### config.mk
export PLATFORM = sky130hd
export DESIGN_NAME = reset_gen
export DESIGN_NICKNAME = d
export VERILOG_FILES = /design/src/verilog/reset_gen.sv
export VERILOG_INCLUDE_DIRS = /design/src /design/src/verilog
export SDC_FILE = /design/constraint.sdc
export NUM_CORES = 1
export LEC_CHECK = 0
export BUFFER_PORTS_ARGS = -buffer_cell sky130_fd_sc_hd__buf_2
export CAP_MARGIN = 25
export CORE_AREA = 2 2 39 41
export DETAILED_ROUTE_END_ITERATION = 8
export DIE_AREA = 0 0 41 43
export GPL_TIMING_DRIVEN = 0
export PLACE_DENSITY = 0.82
export SYNTH_ARGS = -nofsm -noshare
export SYNTH_HDL_FRONTEND = slang
export SYNTH_SLANG_ARGS = --single-unit
### constraint.sdc
create_clock -name sys_clk -period 2.85 [get_ports sys_clk]
set_input_delay 0.4275 -clock sys_clk [delete_from_list [all_inputs] [get_ports sys_clk]]
set_output_delay 0.4275 -clock sys_clk [all_outputs]
set_load 0.02 [all_outputs]
### src/verilog/soc_mem_params.svh
// ----------------------------------------
// Fabric constants. CSR data is fixed at 32 bits
// ----------------------------------------
`ifndef SOC_MEM_PARAMS_SVH
`define SOC_MEM_PARAMS_SVH

// Memory word address width and word width
`define FML_DEPTH 10
`define FML_WIDTH 64

// Cycles from first strobe to acknowledge
`define RAM_LATENCY 3

// Reset release counts, in sys_clk cycles
`define RST_HOLD 64
`define FLASH_RST_CYCLES 32

// CSR unit numbers, matched against csr_a[13:10]
`define CSR_UNIT_SCANOUT 4'd3
`define CSR_UNIT_MEMTEST 4'd7
`define CSR_UNIT_METER 4'd9

// 16-bit pixels packed into one memory word
`define PIXELS_PER_WORD 4

`endif

### src/verilog/reset_gen.sv
`timescale 1ns/1ns
// ----------------------------------------
// Flash reset leaves reset before sys_rst
// Any trigger_reset pulse restarts both counts
// ----------------------------------------
`include "soc_mem_params.svh"

module reset_gen (
	input  logic sys_clk,
	input  logic trigger_reset,
	output logic sys_rst_o,
	output logic flash_rst_n_o
);
	localparam int HOLD_W = $clog2(`RST_HOLD + 1);
	localparam int FLASH_W = $clog2(`FLASH_RST_CYCLES + 1);

	logic trigger_q;
	logic [HOLD_W-1:0] hold_cnt;
	logic [FLASH_W-1:0] flash_cnt;

	// Hold counter works from the sampled trigger
	always_ff @(posedge sys_clk) begin
		trigger_q <= trigger_reset;
		if (trigger_q) begin
			hold_cnt <= HOLD_W'(`RST_HOLD);
		end else if (hold_cnt != '0) begin
			hold_cnt <= hold_cnt - 1'b1;
		end
		sys_rst_o <= trigger_reset || (hold_cnt != '0);
	end

	// Flash counter saturates once released
	always_ff @(posedge sys_clk) begin
		if (trigger_reset) begin
			flash_cnt <= '0;
			flash_rst_n_o <= 1'b0;
		end else begin
			if (flash_cnt != FLASH_W'(`FLASH_RST_CYCLES)) begin
				flash_cnt <= flash_cnt + 1'b1;
			end
			flash_rst_n_o <= (flash_cnt == FLASH_W'(`FLASH_RST_CYCLES));
		end
	end

endmodule

Word-level counts from Yosys, hierarchy flattened
Index checks and enable logic that the tools add are counted.
- register bits after elaboration: 16
- latch bits: 0
- memory bits (writable): 0
- memory bits (read-only): 0
- bits of input ports: 2
- output and inout bits: 2
- logic and storage cells: 11
- memories: 0
- add/sub/neg operators: 2
- multipliers: 0
- divide/modulo/power cells: 0
- $lt $le $gt $ge: 0
- equal/unequal tests: 2
- shifts and indexed selects: 0
- muxes and demuxes: 0
- bitwise gates (word level): 0
- reduce and logical (&&, ||, !) cells: 2
- operator list (operator ; number):
    7-bit nonzero test ; 1
    7-bit by 1-bit subtractor with 7-bit output, second input constant ; 1
    6-bit by 1-bit adder with 6-bit output, second input constant ; 1
    6-bit == test, second input constant ; 1
    6-bit inequality test, second input constant ; 1
    1-bit logical OR ; 1

Logic depth before layout (Yosys ltp)
- depth in word-level cells: 2
- gate-level depth with buffers: 5
- depth with buffers taken out: 5

Least setup slack after synthesis
Ideal clock, no wire load.
- path kind: register to register
- start: register hold_cnt[0]
- end: register hold_cnt[5]
- library setup time: 0.070 ns
- arrival time: 1.322 ns
- required time: 2.780 ns
- setup slack: 1.459 ns
- stages on the path, launching flop included: 4
- buffers on the path: 0
- clock period less this slack: 1.391 ns
- cells stage by stage: dfxtp_1 -> or4_1 -> or4_1 -> a21oi_1
- cells in the longest elaborated chain, start to end: 1
- elaborated cells between the ends (all ways): 2
- those cells by class: add/sub (1); reduce/logical (1)
- ends and longest elaborated chain (what ; line ; RTL):
    from (decl) ; reset_gen.sv:18 ; logic [HOLD_W-1:0] hold_cnt;
    from (signal assigned) ; reset_gen.sv:25 ; hold_cnt <= HOLD_W'(`RST_HOLD);
    from (signal assigned) ; reset_gen.sv:27 ; hold_cnt <= hold_cnt - 1'b1;
    7-bit by 1-bit subtractor with 7-bit output / 7-bit nonzero test (equally long branches) ; reset_gen.sv:27, reset_gen.sv:26 ;
Several ways; a longest one is shown, not always the timed one.
A chain may end at the register's enable or synchronous reset.

Final worst setup path
Same ends and word-level chain as after synthesis.

==> run_results.csv <==
group,metric,value,unit
routing,vias_per_cell,5.50,
placement,dp_slack,1.36,ns
global_routing,antenna_found_initial,0,
finish,diodes,0,
worst_setup_path,endpoint_kind,"flop",
pwr,vdd_drop_max,0.000474,V
synthesis,ys_warn_count,0,
global_routing,grt_first_pass_wirelength,2060,um
flow_run,cap_violations,0,
finish,regArea,320,um^2
die,core,1380,um^2
hold_path,hold_path_class,"in2reg",
synthesis,syn_nets,81,
synthesis,netlist.area_leader.share,45.6,%
cts,clkTransAtPathRegs,0.09,ns
global_routing,grt_pass1_vias,502,
finish,num-fill-cells,119,
synthesis,synthesis.area,702,um^2
sta,finalSetupViolCount,0,
cts,cts_sinks,16,
sta,finalCritPeriodShare,53.2,%
worst_setup_path,crit_path_max_fanout,4,
sta,rsz0062_at_grt,"false",
finish,layout.nets,89,
cts,ctsLongestPathBuffers,2,
cts,htree_levels,1,
finish,mostFrequentLayoutCell,"dfxtp_1",
pwr,power.density,900,nW/um^2
synthesis,synthCells,75,
routing,routed_wl,1130,um
die,die_x,41,um
worst_setup_path,path_class,"reg2reg",
global_routing,grt_use_total,17.9,%
pwr,leakage,0.296,nW
cts,cts_setup_buffers,0,
finish,drive_gt1_share,9.76,%
worst_setup_path,cp-start-kind,"flop",
sta,tightest_slew,0.371,ns
synthesis,synth_area_leader_cell,"dfxtp_1",
cts,ctsHoldBuffers,0,
cts,cts_resized,0,
routing,wl_met2,502,um
global_routing,grt_overflow,0,
cts,cts_tree,"done",
routing,vias,539,
routing,wl_met1,536,um
die,io_pins,4,
cts,cts_buffers,3,
placement,hpwl,821,um
routing,first_pass_iters,4,
placement,routabilityCongestion,0.782,
synthesis,synth_seq_cells,16,
routing,drt-wirelength-per-cell,11.5,um
worst_setup_path,arrival,1.75,ns
placement,portBuffers,3,
synthesis,yosysSeqAreaShare,45.6,%
outcome,status,"completed",
die,initial_utilization,50.7,%
cts,insertion_delay,0.29,ns
finish,final_cell_mix,"16 x dfxtp_1, 9 x nor3_1, 5 x inv_1, 5 x nor2_1",
sta,skew,0.00156,ns
routing,dr_wl_met3,40,um
routing,highest_layer,"met4",
routing,ant_nets,0,
finish,multiInputGateArea,355,um^2
cts,clockRootBuffer,"clkbuf_4",
global_routing,grt_max_degree,11,
sta,fin_setup_tns,0,ns
synthesis,ys_types,24,
routing,drt_iter0_drc,10,
sta,setup_slack,1.33,ns
sta,slew_viol_final,0,
sta,slew_headroom,75.2,%
synthesis,synthTopCellsByArea,"dfxtp_1 46%, ha_1 7.1%, nor3_1 6.4%",
sta,fmax,0.660,GHz
worst_setup_path,required,3.08,ns
sta,finalHoldViolCount,0,
routing,drc,0,
die,die_area,1760,um^2
finish,area_delta_synth_final,10.2,%
die,rows,14,
sta,period_minus_slack,1.52,ns
synthesis,synth.avg_cell_area,9.36,um^2
die,fp.dieH,43,um
[cells in the mapped netlist]
cell / count
xor2_1: 2
o21bai_1: 1
nand2b_1: 4
or3_1: 1
xnor2_1: 4
mux2i_1: 1
o311a_1: 1
nand3_1: 2
mux2_2: 1
or4_1: 3
inv_1: 5
o21ai_0: 2
clkbuf_1: 2
a221o_1: 1
a21oi_1: 2
ha_1: 4
nor3b_1: 1
nand2_1: 2
nor4_1: 3
nor2_1: 5
nor3_1: 9
and4b_1: 1
dfxtp_1: 16
nor2b_1: 2
[final timing paths]
path / slack, ns / to / startpoint / cells after the start
setup / recovery: 1.33 / hold_cnt[5]$_SDFFE_PP0P_ / hold_cnt[0]$_SDFFE_PP0P_ / 5
hold / removal: 0.25 / trigger_q$_DFF_P_ / trigger_reset / 1
setup reg to reg: 1.33 / hold_cnt[5]$_SDFFE_PP0P_ / hold_cnt[0]$_SDFFE_PP0P_ / 5
hold reg to reg: 0.49 / flash_cnt[5]$_SDFFE_PP0N_ / flash_cnt[5]$_SDFFE_PP0N_ / 2
[kinds of logic (layout without fill, tap and decap cells)]
kind of cell	after synthesis	in the layout	share of synthesized area (%)
AO/OA/AOI/OAI	7	7	6.77
XOR/XNOR	6	6	7.49
adder cells (fa/ha/maj)	4	4	7.13
buffers and inverters	7	14	3.74
flip-flops	16	16	45.6
multiplexers	2	2	3.03
AND/OR/NAND/NOR	33	33	26.2
[layout make-up]
cell class	instances	share of cell area (%)
plain buffers	2	0.971
clock buffers	4	4.69
inverters	5	2.43
multi-input cells	52	46.0
flip-flops and latches	16	41.4
well taps	16	2.59
repair buffers	3	1.94
[registers in the layout (all words and copies together), names as in the netlist]
name and flops:
hold_cnt 7, flash_cnt 6, flash_rst_n_o 1, sys_rst_o 1, trigger_q 1
[worst max-delay path, cell delays in order (launching register included)]
cell	delay, ns
dfxtp_1	0.40
inv_1	0.09
ha_1	0.23
nor2b_1	0.15
or4_1	0.46
a21oi_1	0.12
[layer usage]
metal,global-route usage [%],vias up
li1,-,280
met1,23.8,243
met2,23.4,11
met3,3.14,5
met4,16.0,0
met5,0,-
[power by group]
part           switching, W  leakage, nW  internal, W  total, W
logic              0.000108        0.143     0.000105  0.000213
clock network     0.0000733       0.0210    0.0000779  0.000151
registers         0.0000576        0.132     0.000274  0.000331
total              0.000239        0.296     0.000457  0.000696
[through the flow]
stage | hold slack (ns) | cell area [um^2] | utilization, % | total power [W] | std cells
global route | 0.250 | 773 | 55.9 | 0.000747 | 98
detailed placement | 0.480 | 737 | 53.3 | 0.000545 | 94
finish | 0.250 | 773 | 55.9 | 0.000696 | 98
CTS | 0.241 | 773 | 55.9 | 0.000699 | 98
global placement | 0.471 | 737 | 53.3 | 0.000535 | 94
floorplan | 0.455 | 702 | - | 0.000500 | 75
Note: power is estimated with default switching activity, not from simulation.
