==> src/verilog/soc_mem_params.svh <==
// ----------------------------------------
// Fabric constants. CSR data is fixed at 32 bits
// ----------------------------------------
`ifndef SOC_MEM_PARAMS_SVH
`define SOC_MEM_PARAMS_SVH

// Memory word address width and word width
`define FML_DEPTH 10
`define FML_WIDTH 64

// Cycles from first strobe to acknowledge
`define RAM_LATENCY 3

// Reset release counts, in sys_clk cycles
`define RST_HOLD 64
`define FLASH_RST_CYCLES 32

// CSR unit numbers, matched against csr_a[13:10]
`define CSR_UNIT_SCANOUT 4'd3
`define CSR_UNIT_MEMTEST 4'd7
`define CSR_UNIT_METER 4'd9

// 16-bit pixels packed into one memory word
`define PIXELS_PER_WORD 4

`endif

==> src/verilog/soc_mem_pkg.sv <==
// ----------------------------------------
// Types shared by the masters, the arbiter and the memory
// ----------------------------------------
`include "soc_mem_params.svh"

package soc_mem_pkg;

	// Word address on the memory side
	typedef logic [`FML_DEPTH-1:0] fml_adr_t;

	// Unit number in bits 13:10, register in bits 1:0
	typedef logic [13:0] csr_adr_t;

	// Scanout reads a word as pixels, pixel 0 lowest
	// Memtest builds and checks it as two 32-bit halves
	typedef union packed {
		logic [`PIXELS_PER_WORD-1:0][`FML_WIDTH/`PIXELS_PER_WORD-1:0] pixel;
		logic [1:0][`FML_WIDTH/2-1:0] half;
	} fml_word_t;

endpackage

==> src/verilog/fml_arbiter.sv <==
`timescale 1ns/1ns
// ----------------------------------------
// One transfer at a time, m0 wins ties
// An idle cycle separates consecutive grants
// ----------------------------------------

module fml_arbiter
	import soc_mem_pkg::*;
(
	input  logic      sys_clk,
	input  logic      sys_rst_i,

	// Scanout, read only
	input  logic      m0_stb_i,
	input  fml_adr_t  m0_adr_i,
	output logic      m0_ack_o,
	output fml_word_t m0_dr_o,

	// Memtest
	input  logic      m1_stb_i,
	input  logic      m1_we_i,
	input  fml_adr_t  m1_adr_i,
	input  fml_word_t m1_dw_i,
	output logic      m1_ack_o,
	output fml_word_t m1_dr_o,

	// Memory side
	output logic      mem_stb_o,
	output logic      mem_we_o,
	output fml_adr_t  mem_adr_o,
	output fml_word_t mem_dw_o,
	input  logic      mem_ack_i,
	input  fml_word_t mem_dr_i
);
	logic busy;
	logic sel_m1;

	// ----------------------------------------
	// Grant register
	// ----------------------------------------
	always_ff @(posedge sys_clk) begin
		if (sys_rst_i) begin
			busy <= 1'b0;
			sel_m1 <= 1'b0;
		end else if (!busy) begin
			if (m0_stb_i) begin
				busy <= 1'b1;
				sel_m1 <= 1'b0;
			end else if (m1_stb_i) begin
				busy <= 1'b1;
				sel_m1 <= 1'b1;
			end
		end else if (mem_ack_i) begin
			// Released in the cycle after the acknowledge
			busy <= 1'b0;
		end
	end

	// ----------------------------------------
	// Steering
	// ----------------------------------------
	assign mem_stb_o = busy && (sel_m1 ? m1_stb_i : m0_stb_i);
	assign mem_we_o  = sel_m1 && m1_we_i;
	assign mem_adr_o = sel_m1 ? m1_adr_i : m0_adr_i;
	assign mem_dw_o  = m1_dw_i;

	// Only the granted master sees the acknowledge
	assign m0_ack_o = busy && !sel_m1 && mem_ack_i;
	assign m1_ack_o = busy && sel_m1 && mem_ack_i;

	// Read data goes to both masters
	assign m0_dr_o = mem_dr_i;
	assign m1_dr_o = mem_dr_i;

endmodule

==> config.mk <==
export PLATFORM = sky130hd
export DESIGN_NAME = fml_arbiter
export DESIGN_NICKNAME = d
export VERILOG_FILES = /design/src/verilog/soc_mem_pkg.sv /design/src/verilog/fml_arbiter.sv
export VERILOG_INCLUDE_DIRS = /design/src /design/src/verilog
export SDC_FILE = /design/constraint.sdc
export NUM_CORES = 1
export LEC_CHECK = 0
export ABC_CLOCK_PERIOD_IN_PS = 1250
export BUFFER_PORTS_ARGS = -buffer_cell sky130_fd_sc_hd__buf_2
export CAP_MARGIN = 25
export CORE_AREA = 2 2 139 141
export DETAILED_ROUTE_END_ITERATION = 12
export DIE_AREA = 0 0 141 143
export HOLD_SLACK_MARGIN = 0.08
export PLACE_DENSITY = 0.45
export SLEW_MARGIN = 20
export SYNTH_ARGS = -nofsm -noshare
export SYNTH_HDL_FRONTEND = slang
export SYNTH_SLANG_ARGS = --single-unit
==> constraint.sdc <==
create_clock -name sys_clk -period 1.25 [get_ports sys_clk]
set_input_delay 0.0625 -clock sys_clk [delete_from_list [all_inputs] [get_ports sys_clk]]
set_output_delay 0.0625 -clock sys_clk [all_outputs]
set_load 0.1 [all_outputs]
== After elaboration in Yosys (flattened, before gate mapping) ==
Index checks and enable logic that the tools add are counted.
W data, S select, Z words.
Cells by class
  bitwise logic cells: 1
  reduce and logical (&&, ||, !) cells: 9
  muxes and demuxes: 8
Operator list (count)
  $mux W10: 1
  $mux W1: 7
  $logic_and A1 B1 Y1: 6
  $reduce_and A2 Y1: 1
  $reduce_bool A2 Y1: 1
  $logic_not A1 Y1: 1
  $not A1 Y1: 1
Word-level totals
  output and inout port bits: 206
  flip-flop bits (word level): 2
  input port bits: 154
  word-level logic and storage cells: 20

== Longest topological paths before layout ==
  depth in word-level cells: 3
  depth in mapped cells: 3
  gate-level depth less buffers: 2

== Least setup slack after synthesis ==
Ideal clock, no wire load.
  kind: register to output
  start point: register sel_m1
  end point: output mem_stb_o
  stages on the path, launching flop included: 4
  buffers on the path: 1
  arrival: 1883 ps
  required time: 1188 ps
  slack: -695 ps
  cell sequence: dfxtp_1 -> buf_6 -> mux2i_1 -> nor2_1
Between the ends
  cells in the longest elaborated chain, start to end: 2
RTL lines
  from (decl): RTL line fml_arbiter.sv:36  | logic sel_m1;
  from (signal assigned): RTL line fml_arbiter.sv:44  | sel_m1 <= 1'b0;
  from (signal assigned): RTL line fml_arbiter.sv:48  | sel_m1 <= 1'b0;
  from (signal assigned): RTL line fml_arbiter.sv:51  | sel_m1 <= 1'b1;
  $mux W1: RTL line fml_arbiter.sv:62  | assign mem_stb_o = busy && (sel_m1 ? m1_stb_i : m0_stb_i);
  $logic_and A1 B1 Y1: RTL line fml_arbiter.sv:62
  to (decl): RTL line fml_arbiter.sv:28  | output logic mem_stb_o,
Every way passes these cells.

== Worst setup path in the final report ==
  start point: register sel_m1
  end point: output mem_adr_o[2]
Between the ends
  cells in the longest elaborated chain, start to end: 1
RTL lines
  $mux W10: RTL line fml_arbiter.sv:64  | assign mem_adr_o = sel_m1 ? m1_adr_i : m0_adr_i;
  to (decl): RTL line fml_arbiter.sv:30  | output fml_adr_t mem_adr_o,
Every way passes these cells.

==> metrics.md <==
| Metric | Value |
|---|---|
| Clk sinks | `2` |
| RSZ-0062 raised after global routing | `true` |
| Synth Warn # | `0` |
| Pleak | `0.419 nW` |
| CTS buffer count | `3` |
| Clock skew | `1.05 ps` |
| GRT Total Usage | `4.43%` |
| Fin. Hold Viols | `0` |
| Startpoint types | `register` |
| Total negative slack | `-153 ps` |
| Synth top area share | `85.8%` |
| Total grt overflow | `0` |
| Fin util | `6.20%` |
| Non-filler cells, final | `307` |
| Clk root buf | `clkbuf_16` |
| Failing checks | `negative setup slack` |
| Vias in the first global route | `756` |
| DR DRC count | `0` |
| Synthesized net count | `371` |
| Post-DP Area | `982 µm²` |
| Overall die width | `141 µm` |
| Deepest level of the CTS H-tree | `1` |
| Hold WS | `125 ps` |
| Worst Path Required | `1190 ps` |
| Avg Synthesized Cell Area | `7.74 µm²` |
| Slew @ Worst Pin | `208 ps` |
| Reg2Reg Depth | `3` |
| Slew Limit Fails | `0` |
| CTS Buffer Depth | `2` |
| Port bufs | `39` |
| Max_cap viols | `0` |
| CP Class | `register to output pin` |
| Starting Density | `9.04%` |
| Peak VDD IR | `0.341 mV` |
| Wire length per cell | `16.3 µm` |
| Antenna Cells | `0` |
| Post-Syn Area | `1680 µm²` |
| Seq cells post-synth | `2` |
| Latest clock arrival within the worst-skew pair | `220 ps` |
| Hold Crit Start | `m1_dw_i[14]` |
| Highest Clock Rate | `779 MHz` |
| First drt pass iteration count | `2` |
| Initial DRC count | `19` |
| Largest net degree at the start of global routing | `8` |
| P&R area growth vs syn | `-31.4%` |
| Final Setup Violations | `7` |
| Die H | `143 µm` |
| Fraction of layout cells with a size suffix above 1 | `87.7%` |
| Antenna violations before repair | `0` |
| Antenna-violating nets left | `0` |
| Worst min path class | `input port to output pin` |
| Row cnt | `50` |
| Via count | `642` |
| GRT Max-Usage Layer | `met2` |
| Max_slew headroom | `86.1%` |
| Reg-to-reg startpoint | `sel_m1` |
| Placed Instances | `300` |
| Synth area leader | `buf_4` |
| Top Ports | `360` |
| GRT met1 Usage | `2.00%` |
| Met2 Track Usage GR | `6.85%` |
| Dpl ws | `70.5 ps` |
| First-pass GRT wire length | `6120 µm` |
| Share of the cycle needed by the critical path after routing | `103%` |
| Post-Route WL | `5020 µm` |
| Final GP Congestion | `0.596` |
| Vias per cell | `2.09` |
| Post-synthesis cell type count | `14` |
| Grt met3 use | `4.90%` |
| Post-route cell area | `1150 µm²` |
| Critical path capture point type | `output pin` |
| Final Net Count | `229` |
| Core area | `18600 µm²` |
| Pwr Density | `1000 nW/µm²` |
| Crit path time final | `1280 ps` |
| Die Area | `20200 µm²` |
| Clock Pin Slew Worst Setup and Hold Paths | `30 ps` |
| Hold path depth | `0` |
| Outcome | `finished, violations left` |
| Synth Instances | `217` |
| Post-synthesis sequential area ratio | `2.38%` |
| Crit-path max FO | `7` |
| Area contributors post-synth | `buf_4 86%, mux2_2 6.7%, dfxtp_1 2.4%, a221oi_2 0.89%, buf_6 0.67%` |
| Total power | `1.15 mW` |
| Critical Path Start | `sel_m1` |
| CTS tree | `done` |
| Crit path arrival time | `1220 ps` |
| Post-route setup slack | `-33.1 ps` |
[cells in the final DEF (no fill, tap or decap), drive strengths merged]
| master | n |
|---|---|
| dfxtp | 2 |
| and2 | 1 |
| mux2 | 10 |
| nand2 | 1 |
| nor3 | 1 |
| dlygate4sd3 | 3 |
| buf | 43 |
| inv | 2 |
| nand2b | 1 |
| a221oi | 1 |
| a211oi | 1 |
| mux2i | 1 |
| nor2 | 3 |
| clkbuf | 3 |
[worst max-delay path, stage by stage (launching register included)]
cell	delay [ps]
dfxtp_4	360
buf_12	130
mux2_4	340
buf_12	170
[cell families (layout without fill, tap and decap cells)]
| group | after synthesis | after routing | share of synthesized area (%) |
|---|---|---|---|
| simple gates | 7 | 7 | 2.01 |
| compound gates | 2 | 2 | 1.34 |
| flops | 2 | 2 | 2.38 |
| buf+inv | 195 | 51 | 87.0 |
| mux | 11 | 11 | 7.30 |
[final timing paths]
check | endpoint | slack, ps
hold / removal | mem_dw_o[14] | 130
setup / recovery | mem_adr_o[2] | -30
setup reg to reg | sel_m1 | 370
hold reg to reg | busy | 510
[power breakdown]
group | internal (mW) | leakage [nW] | switching, mW
Clock | 0.406 | 0.0370 | 0.0666
Sequential | 0.0691 | 0.0173 | 0.00670
Combinational | 0.242 | 0.365 | 0.362
Total | 0.717 | 0.419 | 0.436
[timing repair]
action,4_1_cts,5_1_grt
setup endpoints to repair,11,11
resized for setup,14,1
hold buffers,3,0
endpoints found under the hold margin,2,0
buffers inserted,1,0
[cell usage after synthesis]
| cell type | number |
|---|---|
| buf_4 | 192 |
| mux2_2 | 10 |
| nor2_1 | 3 |
| dfxtp_1 | 2 |
| a211oi_1 | 1 |
| a221oi_2 | 1 |
| and2_2 | 1 |
| buf_6 | 1 |
| inv_1 | 1 |
| inv_2 | 1 |
| mux2i_1 | 1 |
| nand2_1 | 1 |
| nand2b_1 | 1 |
| nor3_1 | 1 |
[flip-flops by register name (all words and copies together) (netlist names)]
register  cells
busy          1
sel_m1        1
[final cells by class]
cell class              instances  area [µm²]
clock buffers                   3        75.1
inverters                       2        7.51
well taps                     234         293
multi-input cells              20         251
repair buffers                 46         482
fillers                      2158       17400
flip-flops and latches          2        43.8
[layer usage]
metal / vias up / share of wire (%) / wire (µm)
met5: - / 0 / 0
met4: 0 / 14 / 679
met3: 78 / 26 / 1320
met2: 163 / 43 / 2180
met1: 214 / 17 / 834
li1: 187 / - / -
(Power assumes the default switching activity.)
