$ cat config.mk
export PLATFORM = sky130hd
export DESIGN_NAME = memtest
export DESIGN_NICKNAME = d
export VERILOG_FILES = /design/src/verilog/soc_mem_pkg.sv /design/src/verilog/memtest.sv
export VERILOG_INCLUDE_DIRS = /design/src /design/src/verilog
export SDC_FILE = /design/constraint.sdc
export NUM_CORES = 1
export LEC_CHECK = 0
export ABC_AREA = 1
export ABC_CLOCK_PERIOD_IN_PS = 1700
export BUFFER_PORTS_ARGS = -buffer_cell sky130_fd_sc_hd__buf_2
export CAP_MARGIN = 15
export CORE_MARGIN = 1.5
export CORE_UTILIZATION = 25
export DETAILED_ROUTE_END_ITERATION = 8
export GPL_ROUTABILITY_DRIVEN = 0
export GPL_TIMING_DRIVEN = 0
export PLACE_DENSITY = 0.5
export SYNTH_ARGS = -nofsm -noshare
export SYNTH_HDL_FRONTEND = slang
export SYNTH_SLANG_ARGS = --single-unit
$ cat constraint.sdc
create_clock -name sys_clk -period 1.7 [get_ports sys_clk]
set_input_delay 0.17 -clock sys_clk [delete_from_list [all_inputs] [get_ports sys_clk]]
set_output_delay 0.17 -clock sys_clk [all_outputs]
set_load 0.01 [all_outputs]
$ cat src/verilog/soc_mem_params.svh
// ----------------------------------------
// Fabric constants. CSR data is fixed at 32 bits
// ----------------------------------------
`ifndef SOC_MEM_PARAMS_SVH
`define SOC_MEM_PARAMS_SVH

// Memory word address width and word width
`define FML_DEPTH 10
`define FML_WIDTH 64

// Cycles from first strobe to acknowledge
`define RAM_LATENCY 3

// Reset release counts, in sys_clk cycles
`define RST_HOLD 64
`define FLASH_RST_CYCLES 32

// CSR unit numbers, matched against csr_a[13:10]
`define CSR_UNIT_SCANOUT 4'd3
`define CSR_UNIT_MEMTEST 4'd7
`define CSR_UNIT_METER 4'd9

// 16-bit pixels packed into one memory word
`define PIXELS_PER_WORD 4

`endif

$ cat src/verilog/soc_mem_pkg.sv
// ----------------------------------------
// Types shared by the masters, the arbiter and the memory
// ----------------------------------------
`include "soc_mem_params.svh"

package soc_mem_pkg;

	// Word address on the memory side
	typedef logic [`FML_DEPTH-1:0] fml_adr_t;

	// Unit number in bits 13:10, register in bits 1:0
	typedef logic [13:0] csr_adr_t;

	// Scanout reads a word as pixels, pixel 0 lowest
	// Memtest builds and checks it as two 32-bit halves
	typedef union packed {
		logic [`PIXELS_PER_WORD-1:0][`FML_WIDTH/`PIXELS_PER_WORD-1:0] pixel;
		logic [1:0][`FML_WIDTH/2-1:0] half;
	} fml_word_t;

endpackage

$ cat src/verilog/memtest.sv
`timescale 1ns/1ns
// ----------------------------------------
// Word at address a holds {a, ~a}, zero-extended halves
// Writing reg 0 during a run restarts it
// ----------------------------------------
`include "soc_mem_params.svh"

module memtest
	import soc_mem_pkg::*;
(
	input  logic        sys_clk,
	input  logic        sys_rst_i,

	input  csr_adr_t    csr_a_i,
	input  logic        csr_we_i,
	input  logic [31:0] csr_dw_i,
	output logic [31:0] csr_dr_o,

	output logic        fml_stb_o,
	output logic        fml_we_o,
	output fml_adr_t    fml_adr_o,
	output fml_word_t   fml_dw_o,
	input  logic        fml_ack_i,
	input  fml_word_t   fml_dr_i
);
	logic csr_sel;
	logic busy;
	logic mode_q;
	fml_adr_t base_q;
	fml_adr_t adr_q;
	logic [`FML_DEPTH:0] remaining;
	logic [31:0] errors;
	logic [`FML_WIDTH/2-1:0] adr_ext;
	fml_word_t pattern;
	logic word_bad;

	assign csr_sel = (csr_a_i[13:10] == `CSR_UNIT_MEMTEST);

	// Expected word for the current address
	assign adr_ext = {{(`FML_WIDTH/2-`FML_DEPTH){1'b0}}, adr_q};
	always_comb begin
		pattern.half[1] = adr_ext;
		pattern.half[0] = ~adr_ext;
	end

	// One error per word, whichever half is wrong
	assign word_bad = (fml_dr_i.half[1] != pattern.half[1]) ||
		(fml_dr_i.half[0] != pattern.half[0]);

	always_ff @(posedge sys_clk) begin
		if (sys_rst_i) begin
			busy <= 1'b0;
			mode_q <= 1'b0;
			base_q <= '0;
			adr_q <= '0;
			remaining <= '0;
			errors <= '0;
			csr_dr_o <= '0;
		end else begin
			// ----------------------------------------
			// Walk
			// ----------------------------------------
			if (busy && fml_ack_i) begin
				if (!mode_q && word_bad) begin
					errors <= errors + 1'b1;
				end
				adr_q <= adr_q + 1'b1;
				remaining <= remaining - 1'b1;
				if (remaining == 1) begin
					busy <= 1'b0;
				end
			end

			// ----------------------------------------
			// CSR access, a start write wins over the walk
			// ----------------------------------------
			if (csr_sel && csr_we_i) begin
				case (csr_a_i[1:0])
					2'd0: begin
						busy <= (csr_dw_i[`FML_DEPTH:0] != '0);
						remaining <= csr_dw_i[`FML_DEPTH:0];
						adr_q <= base_q;
						errors <= '0;
					end
					2'd1: base_q <= csr_dw_i[`FML_DEPTH-1:0];
					2'd2: mode_q <= csr_dw_i[0];
					default: ;
				endcase
			end

			csr_dr_o <= '0;
			if (csr_sel) begin
				case (csr_a_i[1:0])
					2'd0: csr_dr_o <= {31'd0, busy};
					2'd1: csr_dr_o <= 32'(base_q);
					2'd2: csr_dr_o <= {31'd0, mode_q};
					default: csr_dr_o <= errors;
				endcase
			end
		end
	end

	// Request stays up for the whole run
	assign fml_stb_o = busy;
	assign fml_we_o  = mode_q;
	assign fml_adr_o = adr_q;
	assign fml_dw_o  = pattern;

endmodule

; Yosys cells after proc, flatten, opt, wreduce, memory -nomap -nowiden
; Cells that the tools add are included.
[word_totals]
register_bits = 97
inputBits = 114
output_inout_bits = 108
wordCells = 43
[classes]
addsub = 3
n_eq_ne = 6
muxes = 15
bitwise = 2
reduce_logical = 10
[ops]
columns = operator, n
row1 = two-way mux 32 bit, 4
row2 = case mux 32 bit (3 select lines), 1
row3 = two-way mux 11 bit, 3
row4 = adder 32 x 1 -> 32 bit (second input constant), 1
row5 = inequality test 32 x 10 -> 1 bit, 1
row6 = inequality test 32 bit, 1
row7 = NOT 10 -> 32 bit, 1
row8 = two-way mux 10 bit, 3
row9 = equality test 11 x 1 -> 1 bit (second input constant), 1
row10 = nonzero test 11 bit, 1
row11 = subtractor 11 x 1 -> 11 bit (second input constant), 1
row12 = adder 10 x 1 -> 10 bit (second input constant), 1
row13 = equality test 4 x 3 -> 1 bit (second input constant), 1
row14 = two-way mux 1 bit, 4
row15 = AND reduction 2 bit, 2
row16 = logical AND 1 bit, 3
row17 = equality test 2 x 1 -> 1 bit (second input constant), 1
row18 = equality test 2 bit (second input constant), 1
row19 = logical NOT 2 bit, 1
row20 = OR reduction 2 bit, 1
row21 = logical NOT 1 bit, 1
row22 = logical OR 1 bit, 1
row23 = NOT 1 bit, 1

; Depth between registers and ports, before layout
[logic_depth]
depth_word = 8
depth_mapped = 14
depth_no_buf = 13

; Worst setup path after synthesis
; OpenSTA, ideal clock, no wires.
[synth_timing]
path_kind = register to register
from = register adr_q[0] (netlist: fml_adr_o[0])
to = register errors[1]
setup_time_ps = 116
arrival_time_ps = 1482
t_required_ps = 1584
slack_ps = 103
path_stages_with_launch = 11
n_path_buf = 1
synth_period_minus_slack_ps = 1597
cell_sequence = dfxtp_1 nor2_1 nor2_1 nand2_1 nor2_1 nand2_1 nor2_2 nand2_4 buf_2 a21oi_1 nor2_1
[synth_between]
elab_chain_cells = 8
elab_cells_between_ends = 9
classes_between = eq/ne: 2 / mux: 4 / bitwise: 1 / reduce/logical: 2
[synth_lines]
columns = item, line_no
row1 = "start, declared", memtest.sv:30  ; fml_adr_t adr_q;
row2 = "start signal, assigned", memtest.sv:67  ; adr_q <= adr_q + 1'b1;
row3 = "start signal, assigned", memtest.sv:82  ; adr_q <= base_q;
row4 = NOT 10 -> 32 bit, memtest.sv:43  ; pattern.half[0] = ~adr_ext;
row5 = inequality test 32 bit, memtest.sv:48  ; (fml_dr_i.half[0] != pattern.half[0]);
row6 = logical OR 1 bit (*), memtest.sv:47  ; assign word_bad = (fml_dr_i.half[1] != pattern.half[1]) ||
row7 = logical AND 1 bit (*), memtest.sv:64  ; if (!mode_q && word_bad) begin
row8 = two-way mux 32 bit (*), memtest.sv:64
row9 = two-way mux 32 bit (*), memtest.sv:63  ; if (busy && fml_ack_i) begin
row10 = two-way mux 32 bit, memtest.sv:78  ; case (csr_a_i[1:0])
row11 = two-way mux 32 bit (*), memtest.sv:77  ; if (csr_sel && csr_we_i) begin
row12 = "end signal, assigned", memtest.sv:65  ; errors <= errors + 1'b1;
row13 = "end, declared", memtest.sv:32  ; logic [31:0] errors;
; Every way passes the cells marked *; elsewhere a longest branch is shown, timed or not.
; A chain may end at the register's enable or synchronous reset.

; Worst setup path in the final report
[layout_timing]
from = register adr_q[0] (netlist: fml_adr_o[0])
to = register errors[9]
; The elaborated chain is that of the path after synthesis.

==> metrics <==
status completed; worst skew pair latency 0.35 ns; startpoint type of the worst setup path flop; Post-Synthesis Cells approximately 880; placed inst area roughly 7000 sq um; total global routing overflow 0; Storage cell area 1990 sq um; Max Slew Vio Count 0; Post-route DRC 0; Post-Route Skew roughly 0.0098 ns; Worst setup EP type flop; Synth top area share between 30% and 40%; dpl hpwl approximately 15000 um; synthesis-stage register bit count 97; area of all placed cells without fillers roughly 8000 sq um; number of synthesis warnings 0; Slew Limit Headroom roughly 63%; Commonest cells post-synth nand2_1 (199), inv_1 (112), nor2_1 (100); Crit Path Max Fanout 8; most common cell in the netlist nand2_1; final hold viol count 0; via count roughly 6200; number of nets in the layout 1221; Layout area overhead 39.6%; setup TNS 0 ns; initial drt markers between 300 and 400; synthesized area ~5700 sq um; gr usage total between 10% and 20%; Routed Wire Length approximately 19000 um; async set-reset flop share out of synthesis 0%; vias in the first global route about 5700; Tmin final approximately 1.7 ns; Worst-path clk slew 0.07 ns; largest area contributor in the netlist dfxtp_1; Pwr Density 589 nW/um^2; worst setup margin 0.0415 ns; row count between 50 and 60; clk sinks a little under 100; Root Buffer Master clkbuf_16; Max Clock Freq around 600 MHz; drt via density approximately 4.4; count of final setup violators 0; WS Path Type reg2reg; n_diodes 0; worst hold path class in2reg; critical path required time approximately 2.0 ns; maximum vdd drop roughly 0.00038 V; Arr. time, crit path just under 2 ns; Synth area leaders dfxtp_1 (34%), nand2_1 (13%), inv_1 (7.3%), buf_4 (7.2%), nor2_1 (6.5%); MaxCap Viol Count 0; Initial Util about 25%; Post-synth EDFFs 0; core area between 20000 and 25000 sq um; share of the yosys chip area belonging to registers 33.9%; number of H-tree levels 3; overall power 4.71 mW; initial antenna violation count 0; TritonRoute pass-1 iters 5; Max Buffers Root-to-Sink 2; Fin Hold WS roughly 0.094 ns; Buffers on Ports roughly 150; total CTS buffers 9; routed len/inst between 10 and 15 um; largest net degree at the start of global routing 17; dominant synthesized flop cell dfxtp_1; period utilization between 90 and 100%; ratio of cells with drive above 1 in the final layout approximately a third; global-route wire length before repair about 30000 um; TritonCTS clock tree built; boundary pin count 222; fillcell total 2479; Die Height roughly 150 um; Place WS -0.317 ns; P_leak 3.67 nW; ANT nets after route 0; unrepaired setup endpoints after global routing yes; Worst Tran Pin Value about 0.56 ns; Yosys cell types 38; die footprint 23900 sq um; Multi-input gate area between 3000 and 4000 sq um; Die X 154 um; syn avg cell area 6.54 sq um
cells in the final DEF, fill, tap and decap left out, types with 4 or more instances in the layout:
cell type	n
o21ai_0	34
buf_2	152
clkbuf_1	13
nor2_2	11
xor2_1	6
conb_1	44
dfxtp_4	11
nand2_2	18
nand3b_1	4
buf_8	5
inv_1	105
dfxtp_2	9
nand3_2	14
nand3_1	50
nor3_1	37
clkbuf_16	11
a21oi_1	36
nor2_4	11
inv_2	9
nor2_1	85
a21oi_2	8
dfxtp_1	77
xnor2_2	5
nor3_2	5
nor3_4	5
a31oi_1	6
nand2_4	5
nand2_1	179
buf_4	78
nand4_1	31
path summary, 6_finish.rpt:
kind | startpoint | end | slack (ns) | depth (start not counted)
worst max-delay path | fml_adr_o[0]$_SDFF_PP0_ | errors[9]$_SDFF_PP0_ | 0.04 | 12
worst min-delay path | csr_dw_i[10] | remaining[10]$_SDFF_PP0_ | 0.09 | 3
worst max register to register | fml_adr_o[0]$_SDFF_PP0_ | errors[9]$_SDFF_PP0_ | 0.04 | 12
worst min register to register | base_q[4]$_SDFFE_PP0P_ | base_q[4]$_SDFFE_PP0P_ | 0.47 | 2
through the flow:
step / std cells / util, %
after CTS: 1373 / 33.0
final: 1393 / 35.5
after global routing: 1393 / 35.5
after detailed placement: 1351 / 31.0
after global placement: 1351 / 31.0
after floorplan: 918 / -
kinds of logic (layout without fill, tap and decap cells):
family                     Yosys count  count (layout)  share of synthesized area, %
AOI/OAI and AO/OA                   94              94                          8.99
adders and majority gates            4               4                         0.873
buffers and inverters              199             389                          17.7
other                                2              44                         0.131
xor gates and xnor gates            15              15                          2.42
DFF                                 97              97                          33.9
and+or+nand+nor                    465             465                          36.1
worst max-delay path: stages (launching register included):
cell and delay (ns):
dfxtp_4 0.37, inv_2 0.05, nand2_1 0.05, nand2_2 0.12, nand2_2 0.06, nor2_2 0.14, nand2_2 0.09, nor2_4 0.17
nand2_8 0.12, clkbuf_16 0.19, nand3_4 0.05, nand2_2 0.05, a21oi_2 0.12
repair_timing:
action	in CTS	in global routing
buffers inserted	6	21
hold buffers	0	0
resized for setup	39	109
gates cloned	0	2
pin swaps	10	37
endpoints found under the setup margin	37	37
final cells by class:
cell class	count	area share [%]
repair buffers	177	12.6
well taps	285	4.46
flip-flops and latches	97	24.9
clock inverters	6	0.547
multi-input cells	622	41.9
plain buffers	80	7.19
inverters	116	5.50
clock buffers	10	2.86
report_power, final:
part           internal [mW]  switching [mW]  total (mW)
registers               2.26         0.00912        2.27
clock network          0.999           0.932        1.93
logic                  0.222           0.290       0.512
total                   3.48            1.23        4.71
per-layer routing:
layer | vias up | GRT usage, % | part of all wire, % | wire length, um
met3 | 19 | 2.66 | 5.6 | 1100
met4 | 0 | 5.82 | 1.9 | 375
met2 | 202 | 26.7 | 46 | 8990
met5 | - | 0 | 0 | 0
met1 | 2775 | 20.1 | 46 | 8960
li1 | 3176 | - | - | -
flip-flops by register name, summed over array words and instances, names as in the netlist:
signal,count
fml_we_o,1
fml_adr_o,10
fml_stb_o,1
base_q,10
csr_dr_o,32
errors,32
remaining,11
Power figures use the tool's default switching activity.
