File: src/verilog/soc_mem_params.svh
// ----------------------------------------
// Fabric constants. CSR data is fixed at 32 bits
// ----------------------------------------
`ifndef SOC_MEM_PARAMS_SVH
`define SOC_MEM_PARAMS_SVH

// Memory word address width and word width
`define FML_DEPTH 10
`define FML_WIDTH 64

// Cycles from first strobe to acknowledge
`define RAM_LATENCY 3

// Reset release counts, in sys_clk cycles
`define RST_HOLD 64
`define FLASH_RST_CYCLES 32

// CSR unit numbers, matched against csr_a[13:10]
`define CSR_UNIT_SCANOUT 4'd3
`define CSR_UNIT_MEMTEST 4'd7
`define CSR_UNIT_METER 4'd9

// 16-bit pixels packed into one memory word
`define PIXELS_PER_WORD 4

`endif

File: src/verilog/soc_mem_pkg.sv
// ----------------------------------------
// Types shared by the masters, the arbiter and the memory
// ----------------------------------------
`include "soc_mem_params.svh"

package soc_mem_pkg;

	// Word address on the memory side
	typedef logic [`FML_DEPTH-1:0] fml_adr_t;

	// Unit number in bits 13:10, register in bits 1:0
	typedef logic [13:0] csr_adr_t;

	// Scanout reads a word as pixels, pixel 0 lowest
	// Memtest builds and checks it as two 32-bit halves
	typedef union packed {
		logic [`PIXELS_PER_WORD-1:0][`FML_WIDTH/`PIXELS_PER_WORD-1:0] pixel;
		logic [1:0][`FML_WIDTH/2-1:0] half;
	} fml_word_t;

endpackage

File: src/verilog/scanout.sv
`timescale 1ns/1ns
// ----------------------------------------
// No back-pressure on pixels. Disable takes effect at frame end
// ----------------------------------------
`include "soc_mem_params.svh"

module scanout
	import soc_mem_pkg::*;
(
	input  logic        sys_clk,
	input  logic        sys_rst_i,

	input  csr_adr_t    csr_a_i,
	input  logic        csr_we_i,
	input  logic [31:0] csr_dw_i,
	output logic [31:0] csr_dr_o,

	output logic        fml_stb_o,
	output fml_adr_t    fml_adr_o,
	input  logic        fml_ack_i,
	input  fml_word_t   fml_dr_i,

	output logic [15:0] pixel_o,
	output logic        pixel_valid_o,
	output logic        frame_end_o
);
	localparam int PH_W = $clog2(`PIXELS_PER_WORD);
	localparam logic [PH_W-1:0] PH_LAST = PH_W'(`PIXELS_PER_WORD - 1);

	logic csr_sel;
	logic enable_q;
	fml_adr_t base_q;
	logic [`FML_DEPTH:0] length_q;
	logic [31:0] frames_q;
	fml_adr_t idx_q;
	logic stb_q;
	logic last_q;
	logic last_word;
	logic [PH_W-1:0] phase;
	fml_word_t word_q;

	assign csr_sel = (csr_a_i[13:10] == `CSR_UNIT_SCANOUT);

	always_ff @(posedge sys_clk) begin
		if (sys_rst_i) begin
			enable_q <= 1'b0;
			base_q <= '0;
			length_q <= '0;
			csr_dr_o <= '0;
		end else begin
			if (csr_sel && csr_we_i) begin
				case (csr_a_i[1:0])
					2'd0: enable_q <= csr_dw_i[0];
					2'd1: base_q <= csr_dw_i[`FML_DEPTH-1:0];
					2'd2: length_q <= csr_dw_i[`FML_DEPTH:0];
					default: ;
				endcase
			end
			csr_dr_o <= '0;
			if (csr_sel) begin
				case (csr_a_i[1:0])
					2'd0: csr_dr_o <= {31'd0, enable_q};
					2'd1: csr_dr_o <= 32'(base_q);
					2'd2: csr_dr_o <= 32'(length_q);
					default: csr_dr_o <= frames_q;
				endcase
			end
		end
	end

	// ----------------------------------------
	// Fetch and shift
	// ----------------------------------------
	assign last_word = ({1'b0, idx_q} == length_q - 1'b1);

	always_ff @(posedge sys_clk) begin
		if (sys_rst_i) begin
			stb_q <= 1'b0;
			phase <= '0;
			idx_q <= '0;
			last_q <= 1'b0;
			frames_q <= '0;
		end else if (fml_ack_i) begin
			// Pixel 0 goes out in the ack cycle itself
			stb_q <= 1'b0;
			phase <= PH_W'(1);
			last_q <= last_word;
			idx_q <= last_word ? '0 : idx_q + 1'b1;
		end else if (phase != '0) begin
			phase <= (phase == PH_LAST) ? '0 : phase + 1'b1;
			if (phase == PH_LAST) begin
				if (!last_q || (enable_q && length_q != '0)) begin
					stb_q <= 1'b1;
				end
				if (last_q) begin
					frames_q <= frames_q + 1'b1;
				end
			end
		end else if (!stb_q && enable_q && length_q != '0) begin
			// Idle between frames
			stb_q <= 1'b1;
		end
	end

	always_ff @(posedge sys_clk) begin
		if (fml_ack_i) begin
			word_q <= fml_dr_i;
		end
	end

	assign fml_stb_o = stb_q;
	assign fml_adr_o = base_q + idx_q;

	assign pixel_valid_o = fml_ack_i || (phase != '0);
	assign pixel_o = fml_ack_i ? fml_dr_i.pixel[0] : word_q.pixel[phase];
	assign frame_end_o = (phase == PH_LAST) && last_q;

endmodule

File: config.mk
export PLATFORM = sky130hd
export DESIGN_NAME = scanout
export DESIGN_NICKNAME = d
export VERILOG_FILES = /design/src/verilog/soc_mem_pkg.sv /design/src/verilog/scanout.sv
export VERILOG_INCLUDE_DIRS = /design/src /design/src/verilog
export SDC_FILE = /design/constraint.sdc
export NUM_CORES = 1
export LEC_CHECK = 0
export BUFFER_PORTS_ARGS = -buffer_cell sky130_fd_sc_hd__buf_2
export CORE_UTILIZATION = 40
export CTS_BUF_LIST = sky130_fd_sc_hd__clkbuf_4
export DETAILED_ROUTE_END_ITERATION = 10
export SETUP_SLACK_MARGIN = 0.3
export SYNTH_ARGS = -nofsm -noshare
export SYNTH_HDL_FRONTEND = slang
export SYNTH_SLANG_ARGS = --single-unit
File: constraint.sdc
create_clock -name sys_clk -period 3.7 [get_ports sys_clk]
set_input_delay 0.555 -clock sys_clk [delete_from_list [all_inputs] [get_ports sys_clk]]
set_output_delay 0.555 -clock sys_clk [all_outputs]
set_load 0.05 [all_outputs]
Word-level counts from Yosys, hierarchy flattened
Cells that the tools add are included.
{"block": "op_classes", "n_addsub": 5, "multipliers": 0, "div_mod_pow": 0, "order_cmp": 1, "n_eq_ne": 7, "shift": 0, "muxes": 12, "bitwise": 2, "reduce_logical": 21}
{"cell": "$pmux 32 s3", "count": 1}
{"cell": "$add 32x1->32 const B", "count": 1}
{"cell": "$bmux 16 s2", "count": 1}
{"cell": "$mux 16", "count": 2}
{"cell": "$eq 10x11->1", "count": 1}
{"cell": "$reduce_bool 11->1", "count": 1}
{"cell": "$sub 11x1->11 const B", "count": 1}
{"cell": "$add 10x1->10 const B", "count": 1}
{"cell": "$add 10x10->10", "count": 1}
{"cell": "$mux 10", "count": 1}
{"cell": "$mux 1", "count": 6}
{"cell": "$reduce_and 2->1", "count": 3}
{"cell": "$reduce_bool 2->1", "count": 3}
{"cell": "$logic_and 1x1->1", "count": 5}
{"cell": "$eq 2x2->1 const B", "count": 2}
{"cell": "$eq 4x2->1 const B", "count": 1}
{"cell": "$ne 2x1->1 const B", "count": 2}
{"cell": "$reduce_and 4->1", "count": 1}
{"cell": "$reduce_or 2->1", "count": 2}
{"cell": "$lt 2x3->1 const B", "count": 1}
{"cell": "$reduce_and 3->1", "count": 1}
{"cell": "$add 2x1->2 const B", "count": 1}
{"cell": "$eq 2x1->1 const B", "count": 1}
{"cell": "$logic_not 1->1", "count": 2}
{"cell": "4 further kinds", "count": 6}
{"block": "totals", "ff_bits": 164, "latch_bits": 0, "ramBits": 0, "rom_bits": 0, "in_bits": 114, "output_inout_bits": 61, "word_cells": 59, "mem_count": 0}

Longest topological paths before layout
{"block": "logic_depth", "depth_word": 6, "depth_mapped": 10, "depth_no_buf": 7}

Worst setup path before layout
OpenSTA, ideal clock, no wires.
{"block": "synth_path", "path_type": "reg-to-output", "startpoint": "reg idx_q[1]", "endpoint": "out fml_adr_o[9]", "arrival_time_ns": 2.518, "required_time_ns": 3.145, "slack_ns": 0.627, "path_stages_with_launch": 7, "n_path_buf": 0, "cell_sequence": "dfxtp_1 -> ha_1 -> a21o_1 -> a211oi_1 -> o21ai_0 -> nand3_1 -> nor3b_1"}
{"block": "synth_between", "elab_chain_len": 1}
{"element": "start, declared", "line": "scanout.sv:35", "text": "fml_adr_t idx_q;"}
{"element": "start signal, assigned", "line": "scanout.sv:88", "text": "idx_q <= last_word ? '0 : idx_q + 1'b1;"}
{"element": "$add 10x10->10", "line": "scanout.sv:112", "text": "assign fml_adr_o = base_q + idx_q;"}
{"element": "end, declared", "line": "scanout.sv:19", "text": "output fml_adr_t fml_adr_o,"}
No other way between the ends.

Final worst setup path
{"block": "layout_path", "startpoint": "reg idx_q[0]", "endpoint": "out fml_adr_o[8]"}
Same word-level chain as after synthesis.

==> metrics.log <==
INFO  metric run_status = complete, but fails checks
INFO  metric violations = design-rule violations
INFO  metric globalplace.congestion = 0.799
INFO  metric grt_use_total = 0.178
INFO  metric wl_per_cell = 15.1 um
INFO  metric power.ir.vdd_worst = 0.000290 V
INFO  metric synth.top_cell.area_share = 0.274
INFO  metric nets = 938
INFO  metric die-area = 18,800 um^2
INFO  metric synth_area = 7300 um^2
INFO  metric multi_input_area = 3170 um^2
INFO  metric buf_inv_on_cp = 1
INFO  metric maxSlewHeadroom = 0.426
INFO  metric final_max_slew_viol_count = 0
INFO  metric grt.overflow.total = 0
INFO  metric post_route_cells_drive_above_1_share = 0.273
INFO  metric timing.critical_path.fanout_max = 8
INFO  metric yosysUniqueCellTypes = 58
INFO  metric drv_cap = 0
INFO  metric grt_first_pass_wirelength = 25,500 um
INFO  metric yosys_register_bits = 164
INFO  metric drc = 2
INFO  metric antenna_cells_inserted = 0
INFO  metric cts.reportedPaths.clkPinSlew = 0.15 ns
INFO  metric grt_pass1_vias = 5,202
INFO  metric ys_dominant_reg_cell = sky130_fd_sc_hd__dfxtp_1
INFO  metric cts.hold.buffers_added = 0
INFO  metric initial_antenna_violation_count = 0
INFO  metric synthTopCellsByArea = sky130_fd_sc_hd__dfxtp_1 (27%), sky130_fd_sc_hd__edfxtp_1 (26%), sky130_fd_sc_hd__mux4_2 (5.2%)
INFO  metric synth_edf_count = 64
INFO  metric rsz_0062_raised_after_global_routing = yes
INFO  metric synth_warnings = 0
INFO  metric post_route_minimum_period = 3.24 ns
INFO  metric worstHoldPathType = in2reg
INFO  metric fillCellCount = 1,679
INFO  metric seq_area_frac_synth = 0.537
INFO  metric critPathMaxStageDelay = 0.40 ns
INFO  metric final_critical_path_share_of_the_clock_period = 0.876
INFO  metric tritoncts = built
INFO  metric critPathSlowestCell = sky130_fd_sc_hd__dfxtp_4
INFO  metric detail_route.vias_per_cell = 5.19
INFO  metric worst_hold_slack = 0.162 ns
INFO  metric finalSetupTns = 0 ns
INFO  metric syn-instance-count = 674
INFO  metric initial_core_util = 0.408
INFO  metric detailedRoute.firstPassIterationCount = 7
INFO  metric postPlaceCellArea = 8220 um^2
INFO  metric synth_nets = 804
INFO  metric layout.cell_area.non_filler = 8510 um^2
INFO  metric tightestPinTransition = 0.856 ns
INFO  metric antenna_violating_nets_post_route = 0
INFO  metric post_cts.repair.setup_buffers = 0
INFO  metric die_y = 137 um
INFO  metric std_cell_rows = 49
INFO  metric yosys.cell_count.top_type = sky130_fd_sc_hd__dfxtp_1
INFO  metric cp_data_required_time = 3.14 ns
INFO  metric timing.critical_path.from_type = flop
INFO  metric cts_made_buffers = 17
INFO  metric num_io_pins = 175
INFO  metric total_power = 3.32 mW
INFO  metric crit_chain = ha_1, fa_2, a21o_1, a21oi_2, o21ai_0, o41ai_2, xnor2_1, buf_4
INFO  metric cellLeakagePower = 3.61 nW
INFO  metric core_area = 17,900 um^2
INFO  metric drt-total-wl = 15,800 um
INFO  metric worst-endpoint-arrival = 2.69 ns
INFO  metric relative_area_change_from_synthesis_to_final_layout = 16.5%
INFO  metric synth_area_leader_cell = sky130_fd_sc_hd__dfxtp_1
INFO  metric port_buffers = 145
INFO  metric top_cell_types_by_occurrence_after_synthesis = sky130_fd_sc_hd__dfxtp_1 (100), sky130_fd_sc_hd__nand2_1 (76), sky130_fd_sc_hd__nor2_1 (70)
INFO  metric fin_worst_skew = 0.0193 ns
INFO  metric async_flop_share = 0
INFO  metric cts.htree.levels = 4
INFO  metric cts_sinks = 164
INFO  metric grt_max_degree = 70
INFO  metric max_clock_freq = 309 MHz
INFO  metric family_with_the_most_delay_on_the_worst_path = compound AO/OA/AOI/OAI gates
INFO  metric timing.final.hold_violations = 0
INFO  metric worst_skew_pair.late_latency = 0.55 ns
INFO  metric postSynthAreaPerCell = 10.8 um^2
INFO  metric detailroute.via_count = 5,450
INFO  metric critical_path.endpoint_type = output port
INFO  metric die-width = 137 um
INFO  metric max-clock-path-buffers = 2
INFO  metric finalSetupViolations = 0
INFO  metric power.density_cell_area = 390 nW/um^2
INFO  metric detail_route.iter0.violations = 328
INFO  metric root_buffer = sky130_fd_sc_hd__clkbuf_4
INFO  metric type_of_the_setup_path_with_the_least_slack = reg2out
INFO  metric place.detailed.hpwl = 11,300 um
INFO  metric total_area_of_sequential_cells = 3930 um^2
registers in the layout, indices dropped and copies added, names as in the netlist:
register   count
idx_q         10
length_q      11
frames_q      32
csr_dr_o      32
last_q         1
enable_q       1
word_q        64
fml_stb_o      1
phase          2
base_q        10
report_power, final:
| part | total, mW | leakage, nW | switching (mW) | internal (mW) |
|---|---|---|---|---|
| clock network | 0.987 | 0.128 | 0.643 | 0.344 |
| logic | 0.357 | 2.05 | 0.227 | 0.130 |
| registers | 1.98 | 1.43 | 0.0307 | 1.95 |
| total | 3.32 | 3.61 | 0.901 | 2.42 |
layer usage:
metal | vias up | global-route usage | wire length (um)
li1 | 2676 | - | -
met1 | 2597 | 0.229 | 7310
met2 | 166 | 0.290 | 7340
met3 | 11 | 0.0556 | 1070
met4 | 0 | 0.0397 | 123
met5 | - | 0 | 0
stage by stage:
stage	setup slack (ns)	utilization	instances
floorplan	0.627	-	674
global placement	0.803	0.459	1018
detailed placement	0.781	0.459	1018
CTS	0.308	0.475	1050
global route	0.259	0.475	1050
finish	0.459	0.475	1050
placed cells by master, fill, tap and decap left out, types with 9 or more instances in the layout:
cell	instances
sky130_fd_sc_hd__mux2i_1	25
sky130_fd_sc_hd__edfxtp_1	64
sky130_fd_sc_hd__dfxtp_1	98
sky130_fd_sc_hd__nor3_1	19
sky130_fd_sc_hd__nand3_1	13
sky130_fd_sc_hd__buf_2	143
sky130_fd_sc_hd__a22oi_1	9
sky130_fd_sc_hd__mux4_2	17
sky130_fd_sc_hd__and2_1	23
sky130_fd_sc_hd__and3_1	12
sky130_fd_sc_hd__xor2_1	18
sky130_fd_sc_hd__ha_1	15
sky130_fd_sc_hd__buf_4	10
sky130_fd_sc_hd__nor2_1	70
sky130_fd_sc_hd__o21ai_0	19
sky130_fd_sc_hd__xnor2_1	28
sky130_fd_sc_hd__inv_1	18
sky130_fd_sc_hd__a21oi_1	18
sky130_fd_sc_hd__clkbuf_4	18
sky130_fd_sc_hd__nand2_1	76
final timing paths:
kind / startpoint / endpoint / slack [ns] / cells after the start
max: idx_q[0]$_SDFFE_PP0P_ / fml_adr_o[8] / 0.46 / 8
min: fml_dr_i[49] / word_q[49]$_DFFE_PP_ / 0.16 / 1
max reg2reg: length_q[0]$_SDFFE_PP0P_ / idx_q[3]$_SDFFE_PP0P_ / 1.13 / 7
min reg2reg: frames_q[31]$_SDFFE_PP0P_ / csr_dr_o[31]$_SDFF_PP0_ / 0.50 / 1
final cells by class:
cell class,count,share of cell area
sequential,164,0.462
multi-input combinational,454,0.373
timing repair buffer,153,0.0929
tap,229,0.0337
clock buffer,18,0.0159
clock inverter,14,0.0150
inverter,18,0.00794
cell families after synthesis:
family,synth area share
AOI/OAI and AO/OA,0.0732
xor gates and xnor gates,0.0552
adders and majority gates,0.0284
buffers and inverters,0.0303
DFF,0.537
muxes,0.0960
and+or+nand+nor,0.179
timing repair:
item                                    CTS  global route
gates resized for setup                   6             3
pin swaps                                 1             1
endpoints found under the setup margin    2             2
Power figures use the tool's default switching activity.
